[config.mk]
export PLATFORM = sky130hd
export DESIGN_NAME = projection_filter_top
export DESIGN_NICKNAME = d
export VERILOG_FILES = /design/src/hdl/filter_pkg.sv /design/src/hdl/projection_filter_top.sv /design/src/hdl/bank_swap_ctrl.sv /design/src/hdl/filtered_ram_swappable.sv /design/src/hdl/fir_filter.sv /design/src/hdl/dual_port_ram.sv
export SDC_FILE = /design/constraint.sdc
export NUM_CORES = 2
export LEC_CHECK = 0
export BUFFER_PORTS_ARGS = -buffer_cell sky130_fd_sc_hd__buf_2
export CORE_UTILIZATION = 40
export CTS_BUF_LIST = sky130_fd_sc_hd__clkbuf_4
export DETAILED_ROUTE_END_ITERATION = 8
export PLACE_DENSITY = 0.55
export SLEW_MARGIN = 10
export SYNTH_ARGS = -nofsm -noshare
export SYNTH_HDL_FRONTEND = slang
export SYNTH_HIERARCHICAL = 1
export SYNTH_SLANG_ARGS = --single-unit
[constraint.sdc]
create_clock -name clk -period 10.5 [get_ports clk]
set_clock_uncertainty 0.1 [all_clocks]
set_input_delay 1.05 -clock clk [delete_from_list [all_inputs] [get_ports clk]]
set_output_delay 1.05 -clock clk [all_outputs]
set_load 0.01 [all_outputs]
[src/hdl/filter_pkg.sv]
package filter_pkg;

    // projection line geometry
    localparam int line_size = 32;
    localparam int s_width = 5;

    // sample widths, both signed
    localparam int raw_width = 16;
    localparam int filt_width = 16;

    // ramp filter
    localparam int fir_order = 8;
    localparam int coef_width = 12;
    localparam int coef_shift = 10;

    // pair sum bit, product, and growth over the five summed terms
    localparam int acc_width = raw_width + 1 + coef_width + 3;

    // read steps before the first write into a bank
    localparam int fill_delay = fir_order / 2;

    // discrete ramp kernel scaled by 2**coef_shift, centre at fir_order/2
    localparam logic signed [coef_width-1:0] fir_coefs [0:fir_order] = '{
        12'sd0, -12'sd46, 12'sd0, -12'sd415, 12'sd1024,
        -12'sd415, 12'sd0, -12'sd46, 12'sd0
    };

    // processing read addresses, one per port
    typedef struct packed {
        logic [s_width-1:0] s0;
        logic [s_width-1:0] s1;
    } proc_req_t;

    // filtered samples returned to processing
    typedef struct packed {
        logic signed [filt_width-1:0] v0;
        logic signed [filt_width-1:0] v1;
    } proc_data_t;

    typedef enum logic [1:0] {
        ready_s,
        delay_s,
        fill_s
    } fill_state_t;

endpackage
[src/hdl/projection_filter_top.sv]
`timescale 1ns/1ps

module projection_filter_top
(
    input  logic                                    clk,
    input  logic                                    reset_n,
    input  logic                                    load_we,
    input  logic [filter_pkg::s_width-1:0]          load_addr,
    input  logic signed [filter_pkg::raw_width-1:0] load_data,
    input  logic                                    fill_kick,
    output logic                                    fill_done,
    input  logic                                    swap,
    input  filter_pkg::proc_req_t                   proc_req,
    output filter_pkg::proc_data_t                  proc_data
);

    import filter_pkg::*;

    logic [s_width-1:0] line_addr;
    logic [s_width-1:0] s_val_0;
    logic [s_width-1:0] s_val_1;

    logic signed [raw_width-1:0]  line_sample;
    logic signed [filt_width-1:0] hs_val;

    logic tap_clear;
    logic kick_0;
    logic kick_1;
    logic fill_done_0;
    logic fill_done_1;

    proc_req_t req_0;
    proc_req_t req_1;

    logic signed [filt_width-1:0] v0_0;
    logic signed [filt_width-1:0] v1_0;
    logic signed [filt_width-1:0] v0_1;
    logic signed [filt_width-1:0] v1_1;

    // an idle bank parks its read address at zero
    assign line_addr = s_val_0 | s_val_1;

    // raw line store, host on port 0, fill reads on port 1
    dual_port_ram #(
        .data_width (raw_width)
    ) u_line_store (
        .clk        (clk),
        .we_0       (load_we),
        .addr_0     (load_addr),
        .data_in_0  (load_data),
        .data_out_0 (),
        .we_1       (1'b0),
        .addr_1     (line_addr),
        .data_in_1  ('0),
        .data_out_1 (line_sample)
    );

    fir_filter u_fir (
        .clk       (clk),
        .reset_n   (reset_n),
        .tap_clear (tap_clear),
        .sample    (line_sample),
        .filtered  (hs_val)
    );

    bank_swap_ctrl u_swap (
        .clk         (clk),
        .reset_n     (reset_n),
        .fill_kick   (fill_kick),
        .swap        (swap),
        .fill_done_0 (fill_done_0),
        .fill_done_1 (fill_done_1),
        .proc_req    (proc_req),
        .proc_v0_0   (v0_0),
        .proc_v1_0   (v1_0),
        .proc_v0_1   (v0_1),
        .proc_v1_1   (v1_1),
        .kick_0      (kick_0),
        .kick_1      (kick_1),
        .tap_clear   (tap_clear),
        .req_0       (req_0),
        .req_1       (req_1),
        .proc_data   (proc_data),
        .fill_done   (fill_done)
    );

    filtered_ram_swappable u_bank_0 (
        .clk          (clk),
        .reset_n      (reset_n),
        .hs_fill_kick (kick_0),
        .hs_val       (hs_val),
        .pr0_s_val    (req_0.s0),
        .pr1_s_val    (req_0.s1),
        .hs_fill_done (fill_done_0),
        .hs_s_val     (s_val_0),
        .pr0_val      (v0_0),
        .pr1_val      (v1_0)
    );

    filtered_ram_swappable u_bank_1 (
        .clk          (clk),
        .reset_n      (reset_n),
        .hs_fill_kick (kick_1),
        .hs_val       (hs_val),
        .pr0_s_val    (req_1.s0),
        .pr1_s_val    (req_1.s1),
        .hs_fill_done (fill_done_1),
        .hs_s_val     (s_val_1),
        .pr0_val      (v0_1),
        .pr1_val      (v1_1)
    );

endmodule

[src/hdl/bank_swap_ctrl.sv]
`timescale 1ns/1ps

module bank_swap_ctrl
(
    input  logic                                     clk,
    input  logic                                     reset_n,
    input  logic                                     fill_kick,
    input  logic                                     swap,
    input  logic                                     fill_done_0,
    input  logic                                     fill_done_1,
    input  filter_pkg::proc_req_t                    proc_req,
    input  logic signed [filter_pkg::filt_width-1:0] proc_v0_0,
    input  logic signed [filter_pkg::filt_width-1:0] proc_v1_0,
    input  logic signed [filter_pkg::filt_width-1:0] proc_v0_1,
    input  logic signed [filter_pkg::filt_width-1:0] proc_v1_1,
    output logic                                     kick_0,
    output logic                                     kick_1,
    output logic                                     tap_clear,
    output filter_pkg::proc_req_t                    req_0,
    output filter_pkg::proc_req_t                    req_1,
    output filter_pkg::proc_data_t                   proc_data,
    output logic                                     fill_done
);

    import filter_pkg::*;

    // bank currently serving processing reads
    logic proc_bank;
    logic fill_bank;
    logic proc_idle;
    logic swap_ok;
    logic kick_ok;

    assign fill_done = proc_bank ? fill_done_0 : fill_done_1;
    assign proc_idle = proc_bank ? fill_done_1 : fill_done_0;

    assign swap_ok = swap && fill_done;
    assign kick_ok = fill_kick && fill_done;

    // kick together with a swap goes to the bank being released
    assign fill_bank = swap_ok ? proc_bank : ~proc_bank;
    assign kick_0 = kick_ok && !fill_bank;
    assign kick_1 = kick_ok && fill_bank;
    assign tap_clear = kick_ok;

    always_ff @(posedge clk)
    begin
        if (reset_n)
            proc_bank <= 1'b0;
        else if (swap_ok)
            proc_bank <= ~proc_bank;
    end

    always_comb
    begin
        req_0 = '0;
        req_1 = '0;
        if (proc_bank)
            req_1 = proc_req;
        else
            req_0 = proc_req;
        proc_data.v0 = proc_bank ? proc_v0_1 : proc_v0_0;
        proc_data.v1 = proc_bank ? proc_v1_1 : proc_v1_0;
    end

    // no swap ever hands a bank to processing in the middle of a fill
    assert property (@(posedge clk) disable iff (reset_n) proc_idle)
        else $error("processing bank %0d is filling", proc_bank);

endmodule

[src/hdl/filtered_ram_swappable.sv]
`timescale 1ns/1ps

module filtered_ram_swappable
(
    input  logic                                     clk,
    input  logic                                     reset_n,
    input  logic                                     hs_fill_kick,
    input  logic signed [filter_pkg::filt_width-1:0] hs_val,
    input  logic [filter_pkg::s_width-1:0]           pr0_s_val,
    input  logic [filter_pkg::s_width-1:0]           pr1_s_val,
    output logic                                     hs_fill_done,
    output logic [filter_pkg::s_width-1:0]           hs_s_val,
    output logic signed [filter_pkg::filt_width-1:0] pr0_val,
    output logic signed [filter_pkg::filt_width-1:0] pr1_val
);

    import filter_pkg::*;

    fill_state_t state;
    fill_state_t next_state;

    logic [s_width-1:0] read_itr;
    logic [s_width-1:0] read_next;
    logic [s_width-1:0] write_itr;
    logic [s_width-1:0] write_next;
    logic [s_width-1:0] port0_addr;

    logic write_itr_done;
    logic delay_done;
    logic write_enable;

    assign write_itr_done = (write_itr == s_width'(line_size - 1));
    assign delay_done = (read_itr == s_width'(fill_delay));
    assign write_enable = (state == fill_s);

    // Mealy done goes high already on the last write of a fill
    assign hs_fill_done = (state == ready_s) || (state == fill_s && write_itr_done);

    always_comb
    begin
        next_state = state;
        case (state)
            ready_s:
                if (hs_fill_kick)
                    next_state = delay_s;
            delay_s:
                if (delay_done)
                    next_state = fill_s;
            fill_s:
                if (write_itr_done)
                    next_state = hs_fill_kick ? delay_s : ready_s;
            default:
                next_state = ready_s;
        endcase
    end

    // read iterator saturates at line end so the last sample repeats
    always_comb
    begin
        read_next = read_itr;
        write_next = write_itr;
        case (state)
            delay_s:
                read_next = read_itr + 1'b1;
            fill_s:
                if (write_itr_done)
                begin
                    read_next = '0;
                    write_next = '0;
                end
                else
                begin
                    write_next = write_itr + 1'b1;
                    if (read_itr != s_width'(line_size - 1))
                        read_next = read_itr + 1'b1;
                end
            default:
            begin
                read_next = '0;
                write_next = '0;
            end
        endcase
    end

    always_ff @(posedge clk)
    begin
        if (reset_n)
        begin
            state <= ready_s;
            read_itr <= '0;
            write_itr <= '0;
        end
        else
        begin
            state <= next_state;
            read_itr <= read_next;
            write_itr <= write_next;
        end
    end

    // line store registers the address, so it sees the next value
    assign hs_s_val = read_next;

    // write iterator owns port 0 while a fill runs
    assign port0_addr = (state == ready_s) ? pr0_s_val : write_itr;

    dual_port_ram #(
        .data_width (filt_width)
    ) u_ram (
        .clk        (clk),
        .we_0       (write_enable),
        .addr_0     (port0_addr),
        .data_in_0  (hs_val),
        .data_out_0 (pr0_val),
        .we_1       (1'b0),
        .addr_1     (pr1_s_val),
        .data_in_1  ('0),
        .data_out_1 (pr1_val)
    );

    assert property (@(posedge clk) disable iff (reset_n)
        state inside {ready_s, delay_s, fill_s})
        else $error("fill state out of range: %0d", state);

    // writes trail the line store reads by fill_delay plus one until the reads hold at line end
    assert property (@(posedge clk) disable iff (reset_n)
        write_enable |-> read_itr == ((write_itr > s_width'(line_size - 2 - fill_delay)) ?
                                      s_width'(line_size - 1) :
                                      write_itr + s_width'(fill_delay + 1)))
        else $error("bank write %0d out of step with read %0d", write_itr, read_itr);

endmodule

[src/hdl/fir_filter.sv]
`timescale 1ns/1ps

module fir_filter
(
    input  logic                                     clk,
    input  logic                                     reset_n,
    input  logic                                     tap_clear,
    input  logic signed [filter_pkg::raw_width-1:0]  sample,
    output logic signed [filter_pkg::filt_width-1:0] filtered
);

    import filter_pkg::*;

    // taps[0] is the previous sample, taps[fir_order-1] the oldest
    logic signed [raw_width-1:0]  taps [0:fir_order-1];
    logic signed [raw_width-1:0]  window [0:fir_order];
    logic signed [acc_width-1:0]  acc;
    logic signed [acc_width-1:0]  rounded;
    logic signed [filt_width-1:0] sat;

    // cleared taps stand in for samples before the line start
    always_ff @(posedge clk)
    begin
        if (reset_n || tap_clear)
        begin
            for (int i = 0; i < fir_order; i++)
                taps[i] <= '0;
        end
        else
        begin
            taps[0] <= sample;
            for (int i = 1; i < fir_order; i++)
                taps[i] <= taps[i-1];
        end
    end

    // newest sample first
    always_comb
    begin
        window[0] = sample;
        for (int i = 1; i <= fir_order; i++)
            window[i] = taps[i-1];
    end

    // fold symmetric pairs before the multiply
    always_comb
    begin
        logic signed [raw_width:0] pair;
        acc = window[fir_order/2] * fir_coefs[fir_order/2];
        for (int k = 0; k < fir_order / 2; k++)
        begin
            pair = window[k] + window[fir_order-k];
            acc = acc + pair * fir_coefs[k];
        end
    end

    // round half up then arithmetic shift
    assign rounded = (acc + $signed(acc_width'(1) << (coef_shift - 1))) >>> coef_shift;

    // clamp to the filtered range
    always_comb
    begin
        if (rounded[acc_width-1:filt_width-1] == '0 ||
            rounded[acc_width-1:filt_width-1] == '1)
            sat = rounded[filt_width-1:0];
        else if (rounded[acc_width-1])
            sat = {1'b1, {(filt_width-1){1'b0}}};
        else
            sat = {1'b0, {(filt_width-1){1'b1}}};
    end

    always_ff @(posedge clk)
    begin
        filtered <= sat;
    end

endmodule

[src/hdl/dual_port_ram.sv]
`timescale 1ns/1ps

module dual_port_ram
#(
    parameter int data_width = 16
)
(
    input  logic                              clk,
    input  logic                              we_0,
    input  logic [filter_pkg::s_width-1:0]    addr_0,
    input  logic [data_width-1:0]             data_in_0,
    output logic [data_width-1:0]             data_out_0,
    input  logic                              we_1,
    input  logic [filter_pkg::s_width-1:0]    addr_1,
    input  logic [data_width-1:0]             data_in_1,
    output logic [data_width-1:0]             data_out_1
);

    import filter_pkg::*;

    logic [data_width-1:0] mem [0:line_size-1];

    // read returns the old word when a port writes its own address
    always_ff @(posedge clk)
    begin
        if (we_0)
            mem[addr_0] <= data_in_0;
        if (we_1)
            mem[addr_1] <= data_in_1;
        data_out_0 <= mem[addr_0];
        data_out_1 <= mem[addr_1];
    end

    // colliding writes would leave the word undefined
    assert property (@(posedge clk) !(we_0 && we_1 && addr_0 == addr_1))
        else $error("both ports write address %0d", addr_0);

endmodule

# ---- After elaboration in Yosys (flattened, before gate mapping)
# Memories as Yosys holds them, arrays and structs flattened. A register that Yosys moved wholly into a read port is not among the register bits.
# Index checks and enable logic that the tools add are counted.
dict set report op_classes {
  n_reduce_logical 16
  shift 0
  div_mod_pow 0
  eq_ne 17
  add_sub_neg 9
  multipliers 2
  n_mux 47
  n_bitwise 10
  order_cmp 0
}
# operator count
set op_table {}
lappend op_table {{16-bit two-way mux} 12}
lappend op_table {{5-bit two-way mux} 8}
lappend op_table {{5-bit case mux with 2 select lines} 4}
lappend op_table {{16-bit by 16-bit adder with 17-bit output} 2}
lappend op_table {{32-bit by 11-bit adder with 32-bit output (second input constant)} 1}
lappend op_table {{32-bit adder} 1}
lappend op_table {{26-bit by 24-bit adder with 27-bit output} 1}
lappend op_table {{17-bit by 10-bit multiplier with 27-bit output (second input constant)} 1}
lappend op_table {{17-bit by 6-bit multiplier with 23-bit output (second input constant)} 1}
lappend op_table {{5-bit by 1-bit adder with 5-bit output (second input constant)} 4}
lappend op_table {{10-bit two-way mux} 2}
lappend op_table {{17-bit == test (second input constant)} 1}
lappend op_table {{17-bit logical NOT} 1}
lappend op_table {{1-bit two-way mux} 13}
lappend op_table {{2-bit two-way mux} 6}
lappend op_table {{2-bit by 1-bit != test with 1-bit output (second input constant)} 6}
lappend op_table {{2-bit case mux with 3 select lines} 2}
lappend op_table {{5-bit by 3-bit == test with 1-bit output (second input constant)} 2}
lappend op_table {{5-bit == test (second input constant)} 2}
lappend op_table {{5-bit != test (second input constant)} 2}
lappend op_table {{1-bit bitwise OR} 8}
lappend op_table {{1-bit logical AND} 6}
lappend op_table {{3-bit AND reduction} 2}
lappend op_table {{5-bit bitwise OR} 1}
lappend op_table {{other kinds (6)} 12}
dict set report word_totals {
  ram_bits 1664
  in_bits 36
  wordCells 113
  regBits 41
  latch_bits 0
  memories 4
  mem_bits_ro 0
}
# name depth word_bits read_ports rd_ports_with_merged_regs wr line
set mem_list {}
lappend mem_list {u_bank_0.u_ram.mem 32 16 2 2 1 dual_port_ram.sv:21} ;# logic [data_width-1:0] mem [0:line_size-1];
lappend mem_list {u_bank_1.u_ram.mem 32 16 2 2 1 dual_port_ram.sv:21}
lappend mem_list {u_line_store.mem 32 16 1 1 1 dual_port_ram.sv:21}
lappend mem_list {u_fir.taps 8 16 7 0 8 fir_filter.sv:15} ;# logic signed [raw_width-1:0] taps [0:fir_order-1];

# ---- Longest topological paths before layout
dict set report depth {
  ltp_word 11
  mapped_depth 44
  ltp_nobuf 43
}

# ---- Hierarchy
# Netlist, hierarchy kept.
# module seq_area_each_um2 area_per_inst_um2 cells_per_inst instances
set by_module_without_submodules {}
lappend by_module_without_submodules {dual_port_ram 16015.4 31332.6 2308 3}
lappend by_module_without_submodules {fir_filter 2562.5 10729.0 1106 1}
lappend by_module_without_submodules {filtered_ram_swappable 240.2 843.3 103 2}
lappend by_module_without_submodules {bank_swap_ctrl 20.0 648.1 71 1}
lappend by_module_without_submodules {projection_filter_top 0.0 35.0 6 1}

# ---- Worst setup path after synthesis
# Ideal clock, no wire load.
dict set report synth_timing {
  kind {register to register}
  start {memory u_fir.taps[0][0]}
  end {register u_fir/filtered[11] (netlist bit)}
  period_less_slack_ps 9107
  required_time_ps 10274
  arrival_ps 8880
  stages_incl_launch_ff 43
  setup_slack_ps 1393
  cell_sequence {dfxtp_1 > ha_1 > inv_1 > fa_1 > nor2b_1 > o21ai_0 > a21boi_0 > o211a_1 > o21a_1 > o21ai_0 > nand2b_1 > xor2_1 > xor2_1 > fa_1 > ha_1 > ha_1 > ha_1 > a21oi_1 > [7 not listed] > xor2_1 > fa_1 > inv_1 > ha_1 > ha_1 > fa_1 > inv_1 > fa_1 > inv_1 > ha_1 > a21o_1 > a21o_1 > a21oi_1 > o41ai_2 > xor2_1 > o21ai_1 > buf_6 > o31ai_1}
}
# item line
set synth_rtl {}
lappend synth_rtl {{start: declaration} fir_filter.sv:15}
lappend synth_rtl {{end signal: assignment} fir_filter.sv:74} ;# filtered <= sat;
lappend synth_rtl {{end: declaration} fir_filter.sv:9} ;# output logic signed [filter_pkg::filt_width-1:0] filtered

==> impl_metrics.py <==
metrics = {
    "layout": {
        "fillCellCount": 23563,
        "number_of_nets_in_the_final_layout": 8423,
        "final_core_utilization": 0.4444,
        "layout.area.seq_um2": 50850,
        "area.growth.synth_to_final_pct": 10.20,
        "drive_gt1_frac": 0.3428,
        "multi_input_comb_area_um2": 48980,
    },
    "cts": {
        "tritoncts.num_buffers": 536,
        "tritoncts_clock_tree": "yes",
        "clockBufferDepth": 4,
        "clock_latency_ns": 1.48,
        "clock_tree.htree_level_count": 6,
        "cts.root.buffer_cell": "sky130_fd_sc_hd__clkbuf_4",
        "clk_transition_reported_paths_ns": 0.07,
        "number_of_sinks_on_the_clock_net": 1769,
    },
    "floorplan": {
        "floorplan.rows": 185,
        "fp.dieArea_um2": 259000,
        "initial_utilization": 0.4033,
        "floorplan.io_pins": 69,
        "design.core.area_um2": 254900,
        "dieHeight_um": 508.9,
        "dieWidth_um": 508.9,
    },
    "worst_setup_path": {
        "crit_type": "flip-flop to flip-flop",
        "crit_path_start": "u_fir/taps[0][0]$_SDFF_PP0_",
        "r2r_setup_slack_ns": 0.81,
        "cp-start-kind": "flip-flop",
        "critical_path.reg2reg.endpoint": "u_fir/filtered[11]$_DFF_P_",
        "timing.rr.start": "u_fir/taps[0][0]$_SDFF_PP0_",
        "worst-path-buf-inv": 5,
        "critical_path_peak_fanout": 15,
        "critical_path.max_stage_delay_ns": 0.49,
        "critical_path_endpoint": "u_fir/filtered[11]$_DFF_P_",
        "worst_path_slowest_cell": "sky130_fd_sc_hd__fa_1",
        "cp-end-kind": "flip-flop",
        "timing.critical_path.arrival_ns": 10.87,
        "critical_path_depth_in_cells": 41,
        "crit_required_ns": 11.68,
        "rr_worst_depth": 41,
        "cell_type_with_the_highest_occurrence_count_on_the_critical_path": "sky130_fd_sc_hd__ha_1",
        "kind_of_cell_with_the_highest_combined_delay_on_the_critical_path": "adder cells",
    },
    "placement": {
        "port_buffers": 68,
        "place_hpwl_um": 257900,
        "placement.setup.worst_slack_ns": 0.2839,
        "gpl_congestion": 0.9546,
    },
    "global_routing": {
        "total_routing_usage_gr": 0.2957,
        "remaining_overflow_grt": 0,
        "number_of_global_route_vias_before_repair": 70290,
        "first_pass_grt_wire_length_um": 540700,
        "grt_max_degree": 124,
        "antenna_violations_before_repair": 20,
    },
    "timing": {
        "post-route-period-util": 0.9225,
        "finalWorstPathRequiredPeriod_ns": 9.686,
        "maximum_achievable_frequency_mhz": 103.2,
        "rsz0062_at_grt": "no",
        "setup-tns-final_ns": 0,
        "tightest_slew_ns": 1.758,
        "maxSlewHeadroom": -0.1730,
        "fin_ws_ns": 0.8137,
        "setup_viol": 0,
        "final_hold_violations": 0,
        "report.final.slew_viol_count": 34,
    },
    "outcome": {
        "outcome": "complete, but fails checks",
        "failing_checks": "max-slew violations",
    },
    "yosys": {
        "ys_warn_count": 6,
        "synthCells": 7796,
        "syn-mean-instance-area_um2": 13.18,
        "post_synth_instance_area_um2": 102800,
    },
    "hold_path": {
        "hold_class": "input pin to flip-flop",
        "worstHoldPathCells": 2,
    },
    "pwr": {
        "worst_ir_drop_vdd_mv": 1.215,
        "leakagePower_nw": 39.61,
        "power-per-cell-area_nw_per_um2": 290.9,
    },
    "route": {
        "route.vias.total": 72337,
        "drt-initial-drc-count": 8826,
        "routed_wirelength_um": 392900,
        "wire_per_inst_um": 33.24,
        "route.detailed.vias_per_inst": 6.120,
        "number_of_optimization_iterations_in_the_first_detailed_route_pass": 8,
        "postRouteAntennaNets": 0,
        "number_of_remaining_drc_errors": 0,
    },
    "run": {
        "maxCapViolCount": 0,
    },
}
## per-stage QoR
step                      hold slack (ns)  total power, W  area [µm²]  instances
final                              0.1896         0.03295      113300      11820
after CTS                         0.04596         0.03281      113200      11800
after detailed placement           0.3107         0.02590      106500      10897
after global placement             0.3118         0.02575      106500      10897
after global routing              0.08677         0.03515      113200      11813
after floorplan                    0.3057         0.02180      103700       8054
## sequential cells by signal (all words and copies together) (netlist names), 16 cells and up
| name | count |
|---|---|
| u_bank_0/u_ram/mem | 512 |
| u_bank_1/u_ram/mem | 512 |
| u_line_store/mem | 512 |
| u_fir/taps | 112 |
| u_bank_0/u_ram/data_out_0 | 16 |
| u_bank_0/u_ram/data_out_1 | 16 |
| u_bank_1/u_ram/data_out_0 | 16 |
| u_bank_1/u_ram/data_out_1 | 16 |
| u_fir/filtered | 16 |
| u_line_store/data_out_1 | 16 |
## worst min path at each step
stage	slack [ns]	from	to
6_report	0.19	reset_n	u_bank_1/write_itr[0]$_SDFFE_PP0N_
2_1_floorplan	0.31	u_line_store/data_out_1[0]$_DFF_P_	u_fir/taps[0][0]$_SDFF_PP0_
5_1_grt	0.09	reset_n	u_bank_1/write_itr[0]$_SDFFE_PP0N_
3_5_place_dp	0.31	u_fir/taps[1][12]$_SDFF_PP0_	u_fir/taps[2][12]$_SDFF_PP0_
3_3_place_gp	0.31	u_fir/taps[1][14]$_SDFF_PP0_	u_fir/taps[2][14]$_SDFF_PP0_
4_1_cts	0.05	reset_n	u_fir/taps[1][1]$_SDFF_PP0_
## layout make-up
cell class | count | area share
Antenna cell | 18 | 0.0003977
Clock buffer | 787 | 0.05216
Clock inverter | 115 | 0.006153
Inverter | 228 | 0.007556
Multi-Input combinational cell | 5294 | 0.4324
Sequential cell | 1769 | 0.4490
Tap cell | 3366 | 0.03718
Timing Repair Buffer | 243 | 0.01518
## repair_timing
action	in CTS	in global routing
buffers inserted	0	2
gates resized for setup	0	7
setup endpoints to repair	0	16
hold buffers	1	0
hold endpoints to repair	1	0
## worst register-to-register path: cells and delay by family, from the launching register on
kind / cells / cell delay (ns)
xor gates and xnor gates: 3 / 0.76
and+or+nand+nor: 5 / 0.62
AOI/OAI and AO/OA: 15 / 2.81
buffers and inverters: 5 / 0.43
DFF: 1 / 0.34
adders and majority gates: 13 / 4.55
## cells in the final DEF, fill, tap and decap left out, types with 20 or more instances in the layout
master                         n
sky130_fd_sc_hd__edfxtp_1   1536
sky130_fd_sc_hd__mux2_2     1527
sky130_fd_sc_hd__mux2i_1    1281
sky130_fd_sc_hd__clkbuf_4    787
sky130_fd_sc_hd__o22ai_1     652
sky130_fd_sc_hd__conb_1      261
sky130_fd_sc_hd__ha_1        229
sky130_fd_sc_hd__inv_1       228
sky130_fd_sc_hd__dfxtp_1     216
sky130_fd_sc_hd__buf_4       169
sky130_fd_sc_hd__nor4_1      160
sky130_fd_sc_hd__nand2_1     132
sky130_fd_sc_hd__and2_1      120
sky130_fd_sc_hd__fa_1         86
sky130_fd_sc_hd__clkinv_1     80
sky130_fd_sc_hd__buf_2        68
sky130_fd_sc_hd__a21oi_1      54
sky130_fd_sc_hd__o21ai_1      46
sky130_fd_sc_hd__nor2_1       46
sky130_fd_sc_hd__xnor2_1      42
sky130_fd_sc_hd__mux2_4       34
sky130_fd_sc_hd__nand2_2      34
sky130_fd_sc_hd__xor2_1       31
sky130_fd_sc_hd__nand4bb_1    30
sky130_fd_sc_hd__nand3_1      28
sky130_fd_sc_hd__nor2_2       27
sky130_fd_sc_hd__nor3_1       25
sky130_fd_sc_hd__nand2b_1     24
sky130_fd_sc_hd__o22ai_2      23
sky130_fd_sc_hd__o21ai_0      22
sky130_fd_sc_hd__nor2b_1      21
sky130_fd_sc_hd__nand4b_1     20
## power breakdown
| part | internal (W) | switching, W | total, W |
|---|---|---|---|
| clock | 0.00361 | 0.00317 | 0.00678 |
| combinational | 0.00704 | 0.00943 | 0.0165 |
| sequential | 0.00888 | 0.000825 | 0.00970 |
## per-layer routing
metal  up-vias  GRT usage  share of wire  wire length (µm)
met2      4186     0.4452           0.44            171700
li1      30486          -              -                 -
met1     36889     0.4026           0.41            162600
met4        12     0.1264          0.045             17520
met5         -   0.003704        0.00053               207
met3       764    0.07271           0.10             40960
No activity file was read; power rests on OpenSTA's default activity.
